**src/dma_chn_settings.svh**
```systemverilog
// sizing for the dma channel register block.
// include it wherever the bus, the address decode or a field width is needed.
// types built on these values live in the two packages.

`ifndef DMA_CHN_SETTINGS_SVH
`define DMA_CHN_SETTINGS_SVH

// ahb data and address width.
`define DMA_DATA_W 32

// low address bits looked at by the register decode.
`define DMA_DEC_W 10

// first channel register inside the decode window.
`define DMA_CHN_BASE 'h210

`define DMA_BLOCK_TL_W 12 // block transfer length field.

`define DMA_INT_N 5 // interrupt sources per channel.

`endif

```
**src/dma_ahb_pkg.sv**
```systemverilog
// bus side types for the dma channel register block.
// the slave, the top and the testbench import this for the ahb signals.

`default_nettype none

`include "dma_chn_settings.svh"

package dma_ahb_pkg;

  // ahb transfer type, as carried on htrans.
  typedef enum logic [1:0] {
    htrans_idle   = 2'b00,
    htrans_busy   = 2'b01,
    htrans_nonseq = 2'b10,
    htrans_seq    = 2'b11
  } htrans_e;

  typedef logic [`DMA_DATA_W-1:0] ahb_word_t; // one bus data word.

endpackage

`default_nettype wire

```
**src/dma_chn_pkg.sv**
```systemverilog
// channel side types for the dma channel register block.
// register index as seen past the address decode, the control field codes
// and the interrupt source vector with its bit positions.

`default_nettype none

`include "dma_chn_settings.svh"

package dma_chn_pkg;

  // word offset from the channel base.
  typedef enum logic [3:0] {
    reg_sarn       = 4'h0,
    reg_darn       = 4'h1,
    reg_ctrl_a     = 4'h2,
    reg_ctrl_b     = 4'h3,
    reg_int_mask   = 4'h4,
    reg_int_status = 4'h5,
    reg_int_clear  = 4'h6,
    reg_soft_req   = 4'h7,
    reg_chn_en     = 4'h8,
    reg_none       = 4'hf
  } reg_idx_e;

  typedef enum logic [1:0] {addr_inc = 2'b00, addr_dec = 2'b01, addr_fixed = 2'b10} addr_inc_e;

  typedef enum logic [1:0] {tr_byte = 2'b00, tr_half = 2'b01, tr_word = 2'b10} tr_width_e;

  // single transfer, whole block, or rerun until disabled.
  typedef enum logic [1:0] {trig_single = 2'b00, trig_block = 2'b01, trig_cont = 2'b10} trig_mode_e;

  typedef logic [`DMA_INT_N-1:0] int_vec_t;

  // bit positions inside int_vec_t.
  typedef enum int unsigned {
    src_err     = 0,
    src_tfr     = 1,
    src_half    = 2,
    src_trg_cmp = 3,
    src_pend    = 4
  } int_src_e;

endpackage

`default_nettype wire

```
**src/ahb_reg_slave.sv**
```systemverilog
// ahb-lite slave front end of the dma channel register block.
// qualifies the address phase, decodes the channel register and carries
// the index and direction into the data phase. no wait states, so there
// is no hready. read data is the OR of both bank words while reg_rd is up.

`timescale 1ns/1ps
`default_nettype none

`include "dma_chn_settings.svh"

module ahb_reg_slave (
  input  wire                              hclk,
  input  wire                              hrst_n,
  input  wire                              hsel,
  input  wire dma_ahb_pkg::htrans_e        htrans,
  input  wire                              hwrite,
  input  wire logic [`DMA_DATA_W-1:0]      haddr,
  input  wire dma_ahb_pkg::ahb_word_t      cfg_rdata,
  input  wire dma_ahb_pkg::ahb_word_t      int_rdata,
  output dma_chn_pkg::reg_idx_e            reg_sel,
  output logic                             reg_wr,
  output logic                             reg_rd,
  output dma_ahb_pkg::ahb_word_t           hrdata
);

  import dma_ahb_pkg::*;
  import dma_chn_pkg::*;

  localparam logic [`DMA_DEC_W-1:0] chn_base  = `DMA_CHN_BASE;
  localparam logic [`DMA_DEC_W-3:0] last_word = reg_chn_en;

  logic                  xfer_vld;
  logic [`DMA_DEC_W-1:0] reg_off;
  reg_idx_e              dec_idx;

  // busy and idle cycles are no transfer.
  assign xfer_vld = hsel && (htrans == htrans_nonseq || htrans == htrans_seq);

  assign reg_off = haddr[`DMA_DEC_W-1:0] - chn_base; // below base wraps high.

  always_comb begin
    dec_idx = reg_none;
    if (reg_off[1:0] == 2'b00 && reg_off[`DMA_DEC_W-1:2] <= last_word) begin
      dec_idx = reg_idx_e'(reg_off[5:2]);
    end
  end

  // address phase into data phase.
  always_ff @(posedge hclk or negedge hrst_n) begin
    if (!hrst_n) begin
      reg_sel <= reg_none;
      reg_wr  <= 1'b0;
      reg_rd  <= 1'b0;
    end else begin
      reg_sel <= xfer_vld ? dec_idx : reg_none;
      reg_wr  <= xfer_vld && hwrite;
      reg_rd  <= xfer_vld && !hwrite;
    end
  end

  // each bank returns zero for an index it does not own.
  assign hrdata = reg_rd ? (cfg_rdata | int_rdata) : '0;

endmodule

`default_nettype wire

```
**src/chn_cfg_regs.sv**
```systemverilog
// channel setup registers of the dma channel register block.
// source and destination address, control a and b, the channel enable and
// the software trigger. setup writes are dropped while the channel runs.
// the transfer engine clears the enable when it is done.

`timescale 1ns/1ps
`default_nettype none

`include "dma_chn_settings.svh"

module chn_cfg_regs (
  input  wire                              hclk,
  input  wire                              hrst_n,
  input  wire dma_chn_pkg::reg_idx_e       reg_sel,
  input  wire                              reg_wr,
  input  wire dma_ahb_pkg::ahb_word_t      hwdata,
  input  wire                              chn_en_clr,
  output dma_ahb_pkg::ahb_word_t           sarn,
  output dma_ahb_pkg::ahb_word_t           darn,
  output logic [`DMA_BLOCK_TL_W-1:0]       block_tl,
  output dma_chn_pkg::addr_inc_e           sinc,
  output dma_chn_pkg::addr_inc_e           dinc,
  output dma_chn_pkg::tr_width_e           src_tr_width,
  output dma_chn_pkg::tr_width_e           dst_tr_width,
  output dma_chn_pkg::trig_mode_e          trig_mode,
  output logic                             int_en,
  output logic                             chn_en,
  output logic                             soft_trig,
  output dma_ahb_pkg::ahb_word_t           cfg_rdata
);

  import dma_chn_pkg::*;

  logic cfg_wr;

  assign cfg_wr = reg_wr && !chn_en; // lock while enabled.

  always_ff @(posedge hclk or negedge hrst_n) begin
    if (!hrst_n) begin
      sarn <= '0;
      darn <= '0;
    end else if (cfg_wr) begin
      if (reg_sel == reg_sarn) sarn <= hwdata;
      if (reg_sel == reg_darn) darn <= hwdata;
    end
  end

  // control a.
  always_ff @(posedge hclk or negedge hrst_n) begin
    if (!hrst_n) begin
      block_tl     <= '0;
      sinc         <= addr_inc;
      dinc         <= addr_inc;
      src_tr_width <= tr_byte;
      dst_tr_width <= tr_byte;
    end else if (cfg_wr && reg_sel == reg_ctrl_a) begin
      block_tl     <= hwdata[12 +: `DMA_BLOCK_TL_W];
      sinc         <= addr_inc_e'(hwdata[7:6]);
      dinc         <= addr_inc_e'(hwdata[5:4]);
      src_tr_width <= tr_width_e'(hwdata[3:2]);
      dst_tr_width <= tr_width_e'(hwdata[1:0]);
    end
  end

  // control b.
  always_ff @(posedge hclk or negedge hrst_n) begin
    if (!hrst_n) begin
      trig_mode <= trig_single;
      int_en    <= 1'b0;
    end else if (cfg_wr && reg_sel == reg_ctrl_b) begin
      trig_mode <= trig_mode_e'(hwdata[2:1]);
      int_en    <= hwdata[0];
    end
  end

  // a bus write beats the engine clear on the same edge.
  always_ff @(posedge hclk or negedge hrst_n) begin
    if (!hrst_n) begin
      chn_en    <= 1'b0;
      soft_trig <= 1'b0;
    end else begin
      if (reg_wr && reg_sel == reg_chn_en) begin
        chn_en <= hwdata[0];
      end else if (chn_en_clr) begin
        chn_en <= 1'b0;
      end
      soft_trig <= reg_wr && reg_sel == reg_soft_req && hwdata[0]; // one cycle.
    end
  end

  always_comb begin
    case (reg_sel)
      reg_sarn:   cfg_rdata = sarn;
      reg_darn:   cfg_rdata = darn;
      reg_ctrl_a: cfg_rdata = {{(`DMA_DATA_W-12-`DMA_BLOCK_TL_W){1'b0}}, block_tl, 4'h0,
                               sinc, dinc, src_tr_width, dst_tr_width};
      reg_ctrl_b: cfg_rdata = {{(`DMA_DATA_W-3){1'b0}}, trig_mode, int_en};
      reg_chn_en: cfg_rdata = {{(`DMA_DATA_W-1){1'b0}}, chn_en};
      default:    cfg_rdata = '0;
    endcase
  end

endmodule

`default_nettype wire

```
**src/chn_int_regs.sv**
```systemverilog
// interrupt registers of the dma channel register block.
// sticky status per source, set by one-cycle engine events and cleared
// by writing ones to the clear register. the clear write is registered
// first, so a status bit drops one edge after the write data phase.

`timescale 1ns/1ps
`default_nettype none

`include "dma_chn_settings.svh"

module chn_int_regs (
  input  wire                              hclk,
  input  wire                              hrst_n,
  input  wire dma_chn_pkg::reg_idx_e       reg_sel,
  input  wire                              reg_wr,
  input  wire dma_ahb_pkg::ahb_word_t      hwdata,
  input  wire dma_chn_pkg::int_vec_t       int_events,
  input  wire                              int_en,
  output logic                             int_pend,
  output logic                             chn_irq,
  output dma_ahb_pkg::ahb_word_t           int_rdata
);

  import dma_chn_pkg::*;

  int_vec_t int_mask;
  int_vec_t int_status;
  int_vec_t int_clr; // one-cycle clear pulses.

  always_ff @(posedge hclk or negedge hrst_n) begin
    if (!hrst_n) begin
      int_mask <= '0;
    end else if (reg_wr && reg_sel == reg_int_mask) begin
      int_mask <= hwdata[`DMA_INT_N-1:0];
    end
  end

  always_ff @(posedge hclk or negedge hrst_n) begin
    if (!hrst_n) begin
      int_clr <= '0;
    end else if (reg_wr && reg_sel == reg_int_clear) begin
      int_clr <= hwdata[`DMA_INT_N-1:0];
    end else begin
      int_clr <= '0;
    end
  end

  // an event on the clear edge keeps its bit set.
  always_ff @(posedge hclk or negedge hrst_n) begin
    if (!hrst_n) begin
      int_status <= '0;
    end else begin
      int_status <= int_events | (int_status & ~int_clr);
    end
  end

  assign chn_irq  = (|(int_status & int_mask)) && int_en;
  assign int_pend = int_status[src_pend];

  always_comb begin
    case (reg_sel)
      reg_int_mask:   int_rdata = {{(`DMA_DATA_W-`DMA_INT_N){1'b0}}, int_mask};
      reg_int_status: int_rdata = {{(`DMA_DATA_W-`DMA_INT_N){1'b0}}, int_status};
      default:        int_rdata = '0; // clear register reads as zero.
    endcase
  end

endmodule

`default_nettype wire

```
**src/dma_chn_regs.sv**
```systemverilog
// register block of one dma channel.
// an ahb-lite slave with no wait states in front of the setup bank and
// the interrupt bank. the transfer engine reads the setup fields and
// returns its events and the enable clear.

`timescale 1ns/1ps
`default_nettype none

`include "dma_chn_settings.svh"

module dma_chn_regs (
  input  wire                              hclk,
  input  wire                              hrst_n,
  input  wire                              hsel,
  input  wire dma_ahb_pkg::htrans_e        htrans,
  input  wire                              hwrite,
  input  wire logic [`DMA_DATA_W-1:0]      haddr,
  input  wire dma_ahb_pkg::ahb_word_t      hwdata,
  output dma_ahb_pkg::ahb_word_t           hrdata,
  input  wire dma_chn_pkg::int_vec_t       int_events,
  input  wire                              chn_en_clr,
  output dma_ahb_pkg::ahb_word_t           sarn,
  output dma_ahb_pkg::ahb_word_t           darn,
  output logic [`DMA_BLOCK_TL_W-1:0]       block_tl,
  output dma_chn_pkg::addr_inc_e           sinc,
  output dma_chn_pkg::addr_inc_e           dinc,
  output dma_chn_pkg::tr_width_e           src_tr_width,
  output dma_chn_pkg::tr_width_e           dst_tr_width,
  output dma_chn_pkg::trig_mode_e          trig_mode,
  output logic                             int_en,
  output logic                             chn_en,
  output logic                             soft_trig,
  output logic                             chn_irq,
  output logic                             int_pend
);

  import dma_ahb_pkg::*;
  import dma_chn_pkg::*;

  reg_idx_e  reg_sel;
  logic      reg_wr;
  logic      reg_rd;
  ahb_word_t cfg_rdata;
  ahb_word_t int_rdata;

  ahb_reg_slave u_slave (
    .hclk      (hclk),
    .hrst_n    (hrst_n),
    .hsel      (hsel),
    .htrans    (htrans),
    .hwrite    (hwrite),
    .haddr     (haddr),
    .cfg_rdata (cfg_rdata),
    .int_rdata (int_rdata),
    .reg_sel   (reg_sel),
    .reg_wr    (reg_wr),
    .reg_rd    (reg_rd),
    .hrdata    (hrdata)
  );

  chn_cfg_regs u_cfg (
    .hclk         (hclk),
    .hrst_n       (hrst_n),
    .reg_sel      (reg_sel),
    .reg_wr       (reg_wr),
    .hwdata       (hwdata),
    .chn_en_clr   (chn_en_clr),
    .sarn         (sarn),
    .darn         (darn),
    .block_tl     (block_tl),
    .sinc         (sinc),
    .dinc         (dinc),
    .src_tr_width (src_tr_width),
    .dst_tr_width (dst_tr_width),
    .trig_mode    (trig_mode),
    .int_en       (int_en),
    .chn_en       (chn_en),
    .soft_trig    (soft_trig),
    .cfg_rdata    (cfg_rdata)
  );

  chn_int_regs u_int (
    .hclk       (hclk),
    .hrst_n     (hrst_n),
    .reg_sel    (reg_sel),
    .reg_wr     (reg_wr),
    .hwdata     (hwdata),
    .int_events (int_events),
    .int_en     (int_en), // enable lives in control b.
    .int_pend   (int_pend),
    .chn_irq    (chn_irq),
    .int_rdata  (int_rdata)
  );

endmodule

`default_nettype wire

```
**config.mk**
```make
export PLATFORM = sky130hd
export DESIGN_NAME = dma_chn_regs
export DESIGN_NICKNAME = d
export VERILOG_FILES = /design/src/dma_ahb_pkg.sv /design/src/dma_chn_pkg.sv /design/src/ahb_reg_slave.sv /design/src/chn_cfg_regs.sv /design/src/chn_int_regs.sv /design/src/dma_chn_regs.sv
export VERILOG_INCLUDE_DIRS = /design/src
export SDC_FILE = /design/constraint.sdc
export NUM_CORES = 1
export LEC_CHECK = 0
export BUFFER_PORTS_ARGS = -buffer_cell sky130_fd_sc_hd__buf_4
export CORE_ASPECT_RATIO = 1.2
export CORE_MARGIN = 5
export CORE_UTILIZATION = 45
export CTS_CLUSTER_DIAMETER = 60
export DETAILED_ROUTE_END_ITERATION = 8
export PLACE_DENSITY = 0.73
export SYNTH_ARGS = -nofsm -noshare
export SYNTH_HDL_FRONTEND = slang
export SYNTH_SLANG_ARGS = --single-unit
```
**constraint.sdc**
```tcl
create_clock -name hclk -period 2.4 [get_ports hclk]
set_clock_uncertainty 0.1 [all_clocks]
set_input_delay 0.12 -clock hclk [delete_from_list [all_inputs] [get_ports hclk]]
set_output_delay 0.12 -clock hclk [all_outputs]
set_load 0.02 [all_outputs]
```
## Yosys cells after proc, flatten, opt, wreduce, memory -nomap -nowiden

Cells that the tools add are included.

- Add/sub/neg operators: 1
- Magnitude comparators: 1
- Equality and inequality tests: 10
- Muxes and demuxes: 8
- Bitwise operators: 5
- Reduce and logical (&&, ||, !) cells: 22

Operators by type and width:

| operator | number |
|---|---|
| one-hot mux 32 bit (5 select lines) | 1 |
| 2-to-1 mux 32 bit | 1 |
| bitwise OR 32 bit | 1 |
| == test 4 x 3 -> 1 bit (second input constant) | 4 |
| logical AND 1 bit | 13 |
| AND 5 bit | 2 |
| one-hot mux 5 bit (2 select lines) | 1 |
| subtractor 10 bit (second input constant) | 1 |
| == test 4 x 2 -> 1 bit (second input constant) | 2 |
| less-or-equal comparator 8 x 4 -> 1 bit (second input constant) | 1 |
| 2-to-1 mux 4 bit | 2 |
| 2-to-1 mux 5 bit | 1 |
| NOT 5 bit | 1 |
| bitwise OR 5 bit | 1 |
| OR reduction 5 bit | 1 |
| == test 2 bit (second input constant) | 2 |
| == test 4 x 1 -> 1 bit (second input constant) | 1 |
| == test 4 bit (second input constant) | 1 |
| logical NOT 4 bit | 1 |
| AND reduction 2 bit | 2 |
| logical NOT 1 bit | 2 |
| logical NOT 2 bit | 1 |
| 2-to-1 mux 1 bit | 2 |
| nonzero test 2 bit | 1 |
| logical OR 1 bit | 1 |

- Bits in registers: 110
- Input port bits: 76
- Output and inout bits: 123

## Depth between registers and ports, before layout

- Word-level depth: 5
- Depth in mapped cells: 7

## Hierarchy

From an unflattened synthesis, not the netlist that was laid out.

- Cell total of the unflattened synthesis: 456
- Area total of the unflattened synthesis: 5547.8 um^2

Modules (own cells, without submodules):

| module | times used | cells an instance | area each (um^2) | sequential area each (um^2) |
|---|---|---|---|---|
| chn_cfg_regs | 1 | 313 | 4111.4 | 2227.1 |
| chn_int_regs | 1 | 81 | 888.4 | 375.4 |
| ahb_reg_slave | 1 | 62 | 548.0 | 155.1 |

## Least setup slack after synthesis

OpenSTA, ideal clock, no wires.

- Kind: reg-to-output
- Start: reg u_slave.reg_sel[0]
- End: out hrdata[1]
- Data arrival time: 1741 ps
- Required time: 2180 ps
- Setup slack: 439 ps
- Stages on the path, launching flop included: 6
- Buffers on the path: 3
- Cells stage by stage: dfstp_2 -> buf_2 -> buf_2 -> buf_2 -> mux2i_1 -> o21ai_0

- Word-level cells in the longest chain between the ends: 4
- Elaborated cells on any way between the ends: 11
- Classes of those cells: eq/ne: 6; mux: 3; bitwise: 1; reduce/logical: 1

RTL lines:

| item | line | RTL |
|---|---|---|
| from (decl) | ahb_reg_slave.sv:20 | `output dma_chn_pkg::reg_idx_e reg_sel,` |
| from (signal assigned) | ahb_reg_slave.sv:51 | `reg_sel <= reg_none;` |
| from (signal assigned) | ahb_reg_slave.sv:55 | `reg_sel <= xfer_vld ? dec_idx : reg_none;` |
| == test 4 bit (tied with other cells) | chn_cfg_regs.sv:92 | `case (reg_sel)` |
| one-hot mux 32 bit (5 select lines) or one-hot mux 5 bit (2 select lines) (tied branches) | chn_cfg_regs.sv:92, chn_int_regs.sv:61 |  |
| bitwise OR 32 bit * | ahb_reg_slave.sv:62 | `assign hrdata = reg_rd ? (cfg_rdata \| int_rdata) : '0;` |
| 2-to-1 mux 32 bit * | ahb_reg_slave.sv:62 |  |
| to (decl) | dma_chn_regs.sv:19 | `output dma_ahb_pkg::ahb_word_t hrdata,` |

Every way passes the cells marked *; elsewhere a longest branch is shown, timed or not.

## Worst setup path after layout

- Start: reg u_slave.reg_sel[0]
- End: out hrdata[0]

Same word-level chain as after synthesis.

==> flow_summary_export.csv <==
group,metric,value,unit
route,drt_iter0_drc,145,
die,start_util,0.456,
pwr,p_leak,3.45,nW
logic_synthesis,ys_seq_elements,110,
grt,antenna_found_initial,0,
timing,setup_viol,0,
clocking,clk_pin_slew,0.07,ns
logic_synthesis,synth_cell_type_count,38,
pwr,p_per_area,528,nW/um^2
cells_and_area,multi_input_area,2110,um^2
worst_setup_path,path_class,"reg -> out",
grt,grt_first_pass_wirelength,23.2,mm
route,first_pass_iters,4,
logic_synthesis,synth-edff-count,0,
timing,slew_headroom,0.658,
timing,rsz0062_at_grt,"no",
logic_synthesis,synth.avg_cell_area,12.6,um^2
worst_setup_path,worstPathArrival,2.06,ns
clocking,numCtsBuffers,9,
worst_setup_path,end_kind,"output port",
grt,grt_max_degree,51,
cells_and_area,fin_nets,704,
cells_and_area,syn2layout_area_growth,46.1,%
timing,hold_violations,0,
die,fp.dieH,125,um
placement,placedCellCount,700,
timing,worstMarginPinSlew,0.506,ns
run_status,status,"finished, final reports clean",
worst_setup_path,start_kind,"register",
worst_setup_path,crit_required,2.18,ns
cells_and_area,fillCellCount,826,
die,core,10900,um^2
timing,period_minus_slack,2.28,ns
worst_hold_path,hp-class,"in -> reg",
route,drc_errors,0,
cells_and_area,n_antenna_cell,0,
route,vias,4121,
job,maxCapViolations,0,
timing,setup-tns-final,0,ns
grt,grt_pass1_vias,4437,
clocking,cts_sinks,110,
worst_setup_path,worstPathMaxFanout,17,
die,dieArea,13300,um^2
clocking,root_buffer,"clkbuf_16",
clocking,cts_tree,"built",
timing,slew_viol_final,0,
logic_synthesis,synthesis.nets,473,
die,rows,42,
cells_and_area,drive_above_1_share,0.496,
cells_and_area,ff_latch_area,2760,um^2
logic_synthesis,syn_area,4990,um^2
placement,hpwl,10.1,mm
logic_synthesis,ys_warn_count,0,
die,num_io_pins,199,
clocking,cts_setup_buffers,0,
logic_synthesis,seq_area_frac_synth,0.553,
clocking,ctsHtreeMaxLevel,3,
clocking,clk_latency,0.34,ns
route,postRouteWirelength,14.3,mm
placement,place.gp.congestion,0.809,
placement,numPortBuffers,175,
pwr,peakVddDrop,336,uV
placement,place_ws,0.379,ns
route,wire_per_inst,18.7,um
timing,fin_crit_sh,0.951,
cells_and_area,finalNonFillerCells,763,
grt,grt-ovfl-total,0,
timing,max_freq,0.438,GHz
timing,hold_ws,0.0206,ns
timing,setup_slack,0.116,ns
route,drtAntennaViolNets,0,
route,viasPerCell,5.40,
die,die_w,106,um
grt,track_usage,0.221,
logic_synthesis,async_reset_ff_frac,1.00,
logic_synthesis,synthCells,395,
clocking,max-clock-path-buffers,2,
logic_synthesis,yosys_most_used_dff,"dfrtp_1",
-- critical path: stages, from the launching register on --
cell and delay (ns):
dfstp_4 0.76, mux4_2 0.52, a22oi_1 0.16, o22ai_1 0.11, buf_4 0.17
-- synthesized netlist by cell type (3+ instances only) --
master,number,area (um^2)
o21ai_0,3,15.0
mux4_2,3,67.6
mux2_2,91,1020
and3_1,7,43.8
nor2_1,50,188
a22oi_1,14,105
a21o_1,5,37.5
nor3_1,4,20.0
clkbuf_1,7,26.3
nor4b_1,3,26.3
a21oi_1,17,85.1
inv_1,8,30.0
mux2i_1,22,220
nand3b_1,3,22.5
dfrtp_1,106,2650
buf_2,13,65.1
nand3_1,5,25.0
dfstp_2,4,105
nand2_1,7,26.3
-- layout make-up --
type	count	share of cell area
clock buffer	10	0.0314
clock inverter	6	0.00532
sequential	110	0.379
timing repair buffer	241	0.268
tap	132	0.0227
inverter	8	0.00412
multi-input combinational	256	0.290
-- stage by stage --
step                      area [um^2]  power (mW)  utilization
after CTS                        7290        3.89        0.667
after global routing             7290        4.00        0.667
after global placement           6550        2.46        0.599
after floorplan                  4990        2.20            -
after detailed placement         6550        2.48        0.599
final                            7290        3.85        0.667
-- placed cells by master, fill, tap and decap left out, drive strengths merged, types with 2 or more instances in the layout --
| master | netlist | routed |
|---|---|---|
| clkinvlp | 0 | 2 |
| dfrtp | 106 | 106 |
| clkbuf | 7 | 10 |
| a21o | 5 | 5 |
| nor2 | 50 | 50 |
| a21oi | 17 | 17 |
| o22ai | 2 | 2 |
| a22oi | 14 | 14 |
| dlygate4sd3 | 0 | 47 |
| and3 | 7 | 7 |
| inv | 8 | 8 |
| nand2 | 7 | 7 |
| nor3 | 4 | 4 |
| buf | 14 | 194 |
| mux2i | 22 | 22 |
| mux2 | 92 | 92 |
| dfstp | 4 | 4 |
| ha | 2 | 2 |
| nand2b | 2 | 2 |
| mux4 | 3 | 3 |
| nand3b | 4 | 4 |
| o21ai | 3 | 3 |
| o31a | 2 | 2 |
| nand3 | 5 | 5 |
| clkinv | 0 | 4 |
| nor4b | 3 | 3 |
-- sequential cells by signal, summed over array words and instances, names as in the netlist --
signal              cells
u_cfg.darn             32
u_cfg.sarn             32
u_cfg.block_tl         12
u_int.int_clr           5
u_int.int_mask          5
u_int.int_status        5
u_slave.reg_sel         4
u_cfg.dinc              2
u_cfg.dst_tr_width      2
u_cfg.sinc              2
u_cfg.src_tr_width      2
u_cfg.trig_mode         2
u_cfg.chn_en            1
u_cfg.int_en            1
u_cfg.soft_trig         1
u_slave.reg_rd          1
u_slave.reg_wr          1
-- where the power goes --
group / internal (mW) / leakage, nW / total [mW] / switching (mW)
Sequential: 1.93 / 1.29 / 2.00 / 0.0668
Clock: 0.701 / 0.128 / 1.35 / 0.650
Combinational: 0.267 / 2.03 / 0.502 / 0.235
-- layer usage --
metal / routed length, um / GRT usage
met1: 5530 / 0.259
met2: 7570 / 0.388
met3: 759 / 0.0428
met4: 449 / 0.106
met5: 0 / 0
-- what timing repair did --
action | CTS | global route
endpoints found under the setup margin | 1 | 0
endpoints found under the hold margin | 144 | 0
resized for setup | 1 | 0
hold buffers | 47 | 0
-- logic make-up after synthesis --
group,synth area share
fa+ha+maj,0.00502
mux,0.265
simple gates,0.0918
flops,0.553
compound gates,0.0595
buf+inv,0.0251
-- worst paths after layout --
check,start,to,slack (ns),cells past startpoint
worst max register to register,u_slave.reg_sel[1],u_cfg.chn_en,0.28,6
max in group asynchronous,hrst_n,u_slave.reg_sel[1],1.31,3
worst min-delay path,haddr[4],u_slave.reg_sel[2],0.02,3
worst max-delay path,u_slave.reg_sel[0],hrdata[0],0.12,4
min in group asynchronous,hrst_n,u_int.int_status[4],0.19,2
worst min register to register,u_int.int_status[3],u_int.int_status[3],0.43,1
(Power assumes the default switching activity.)
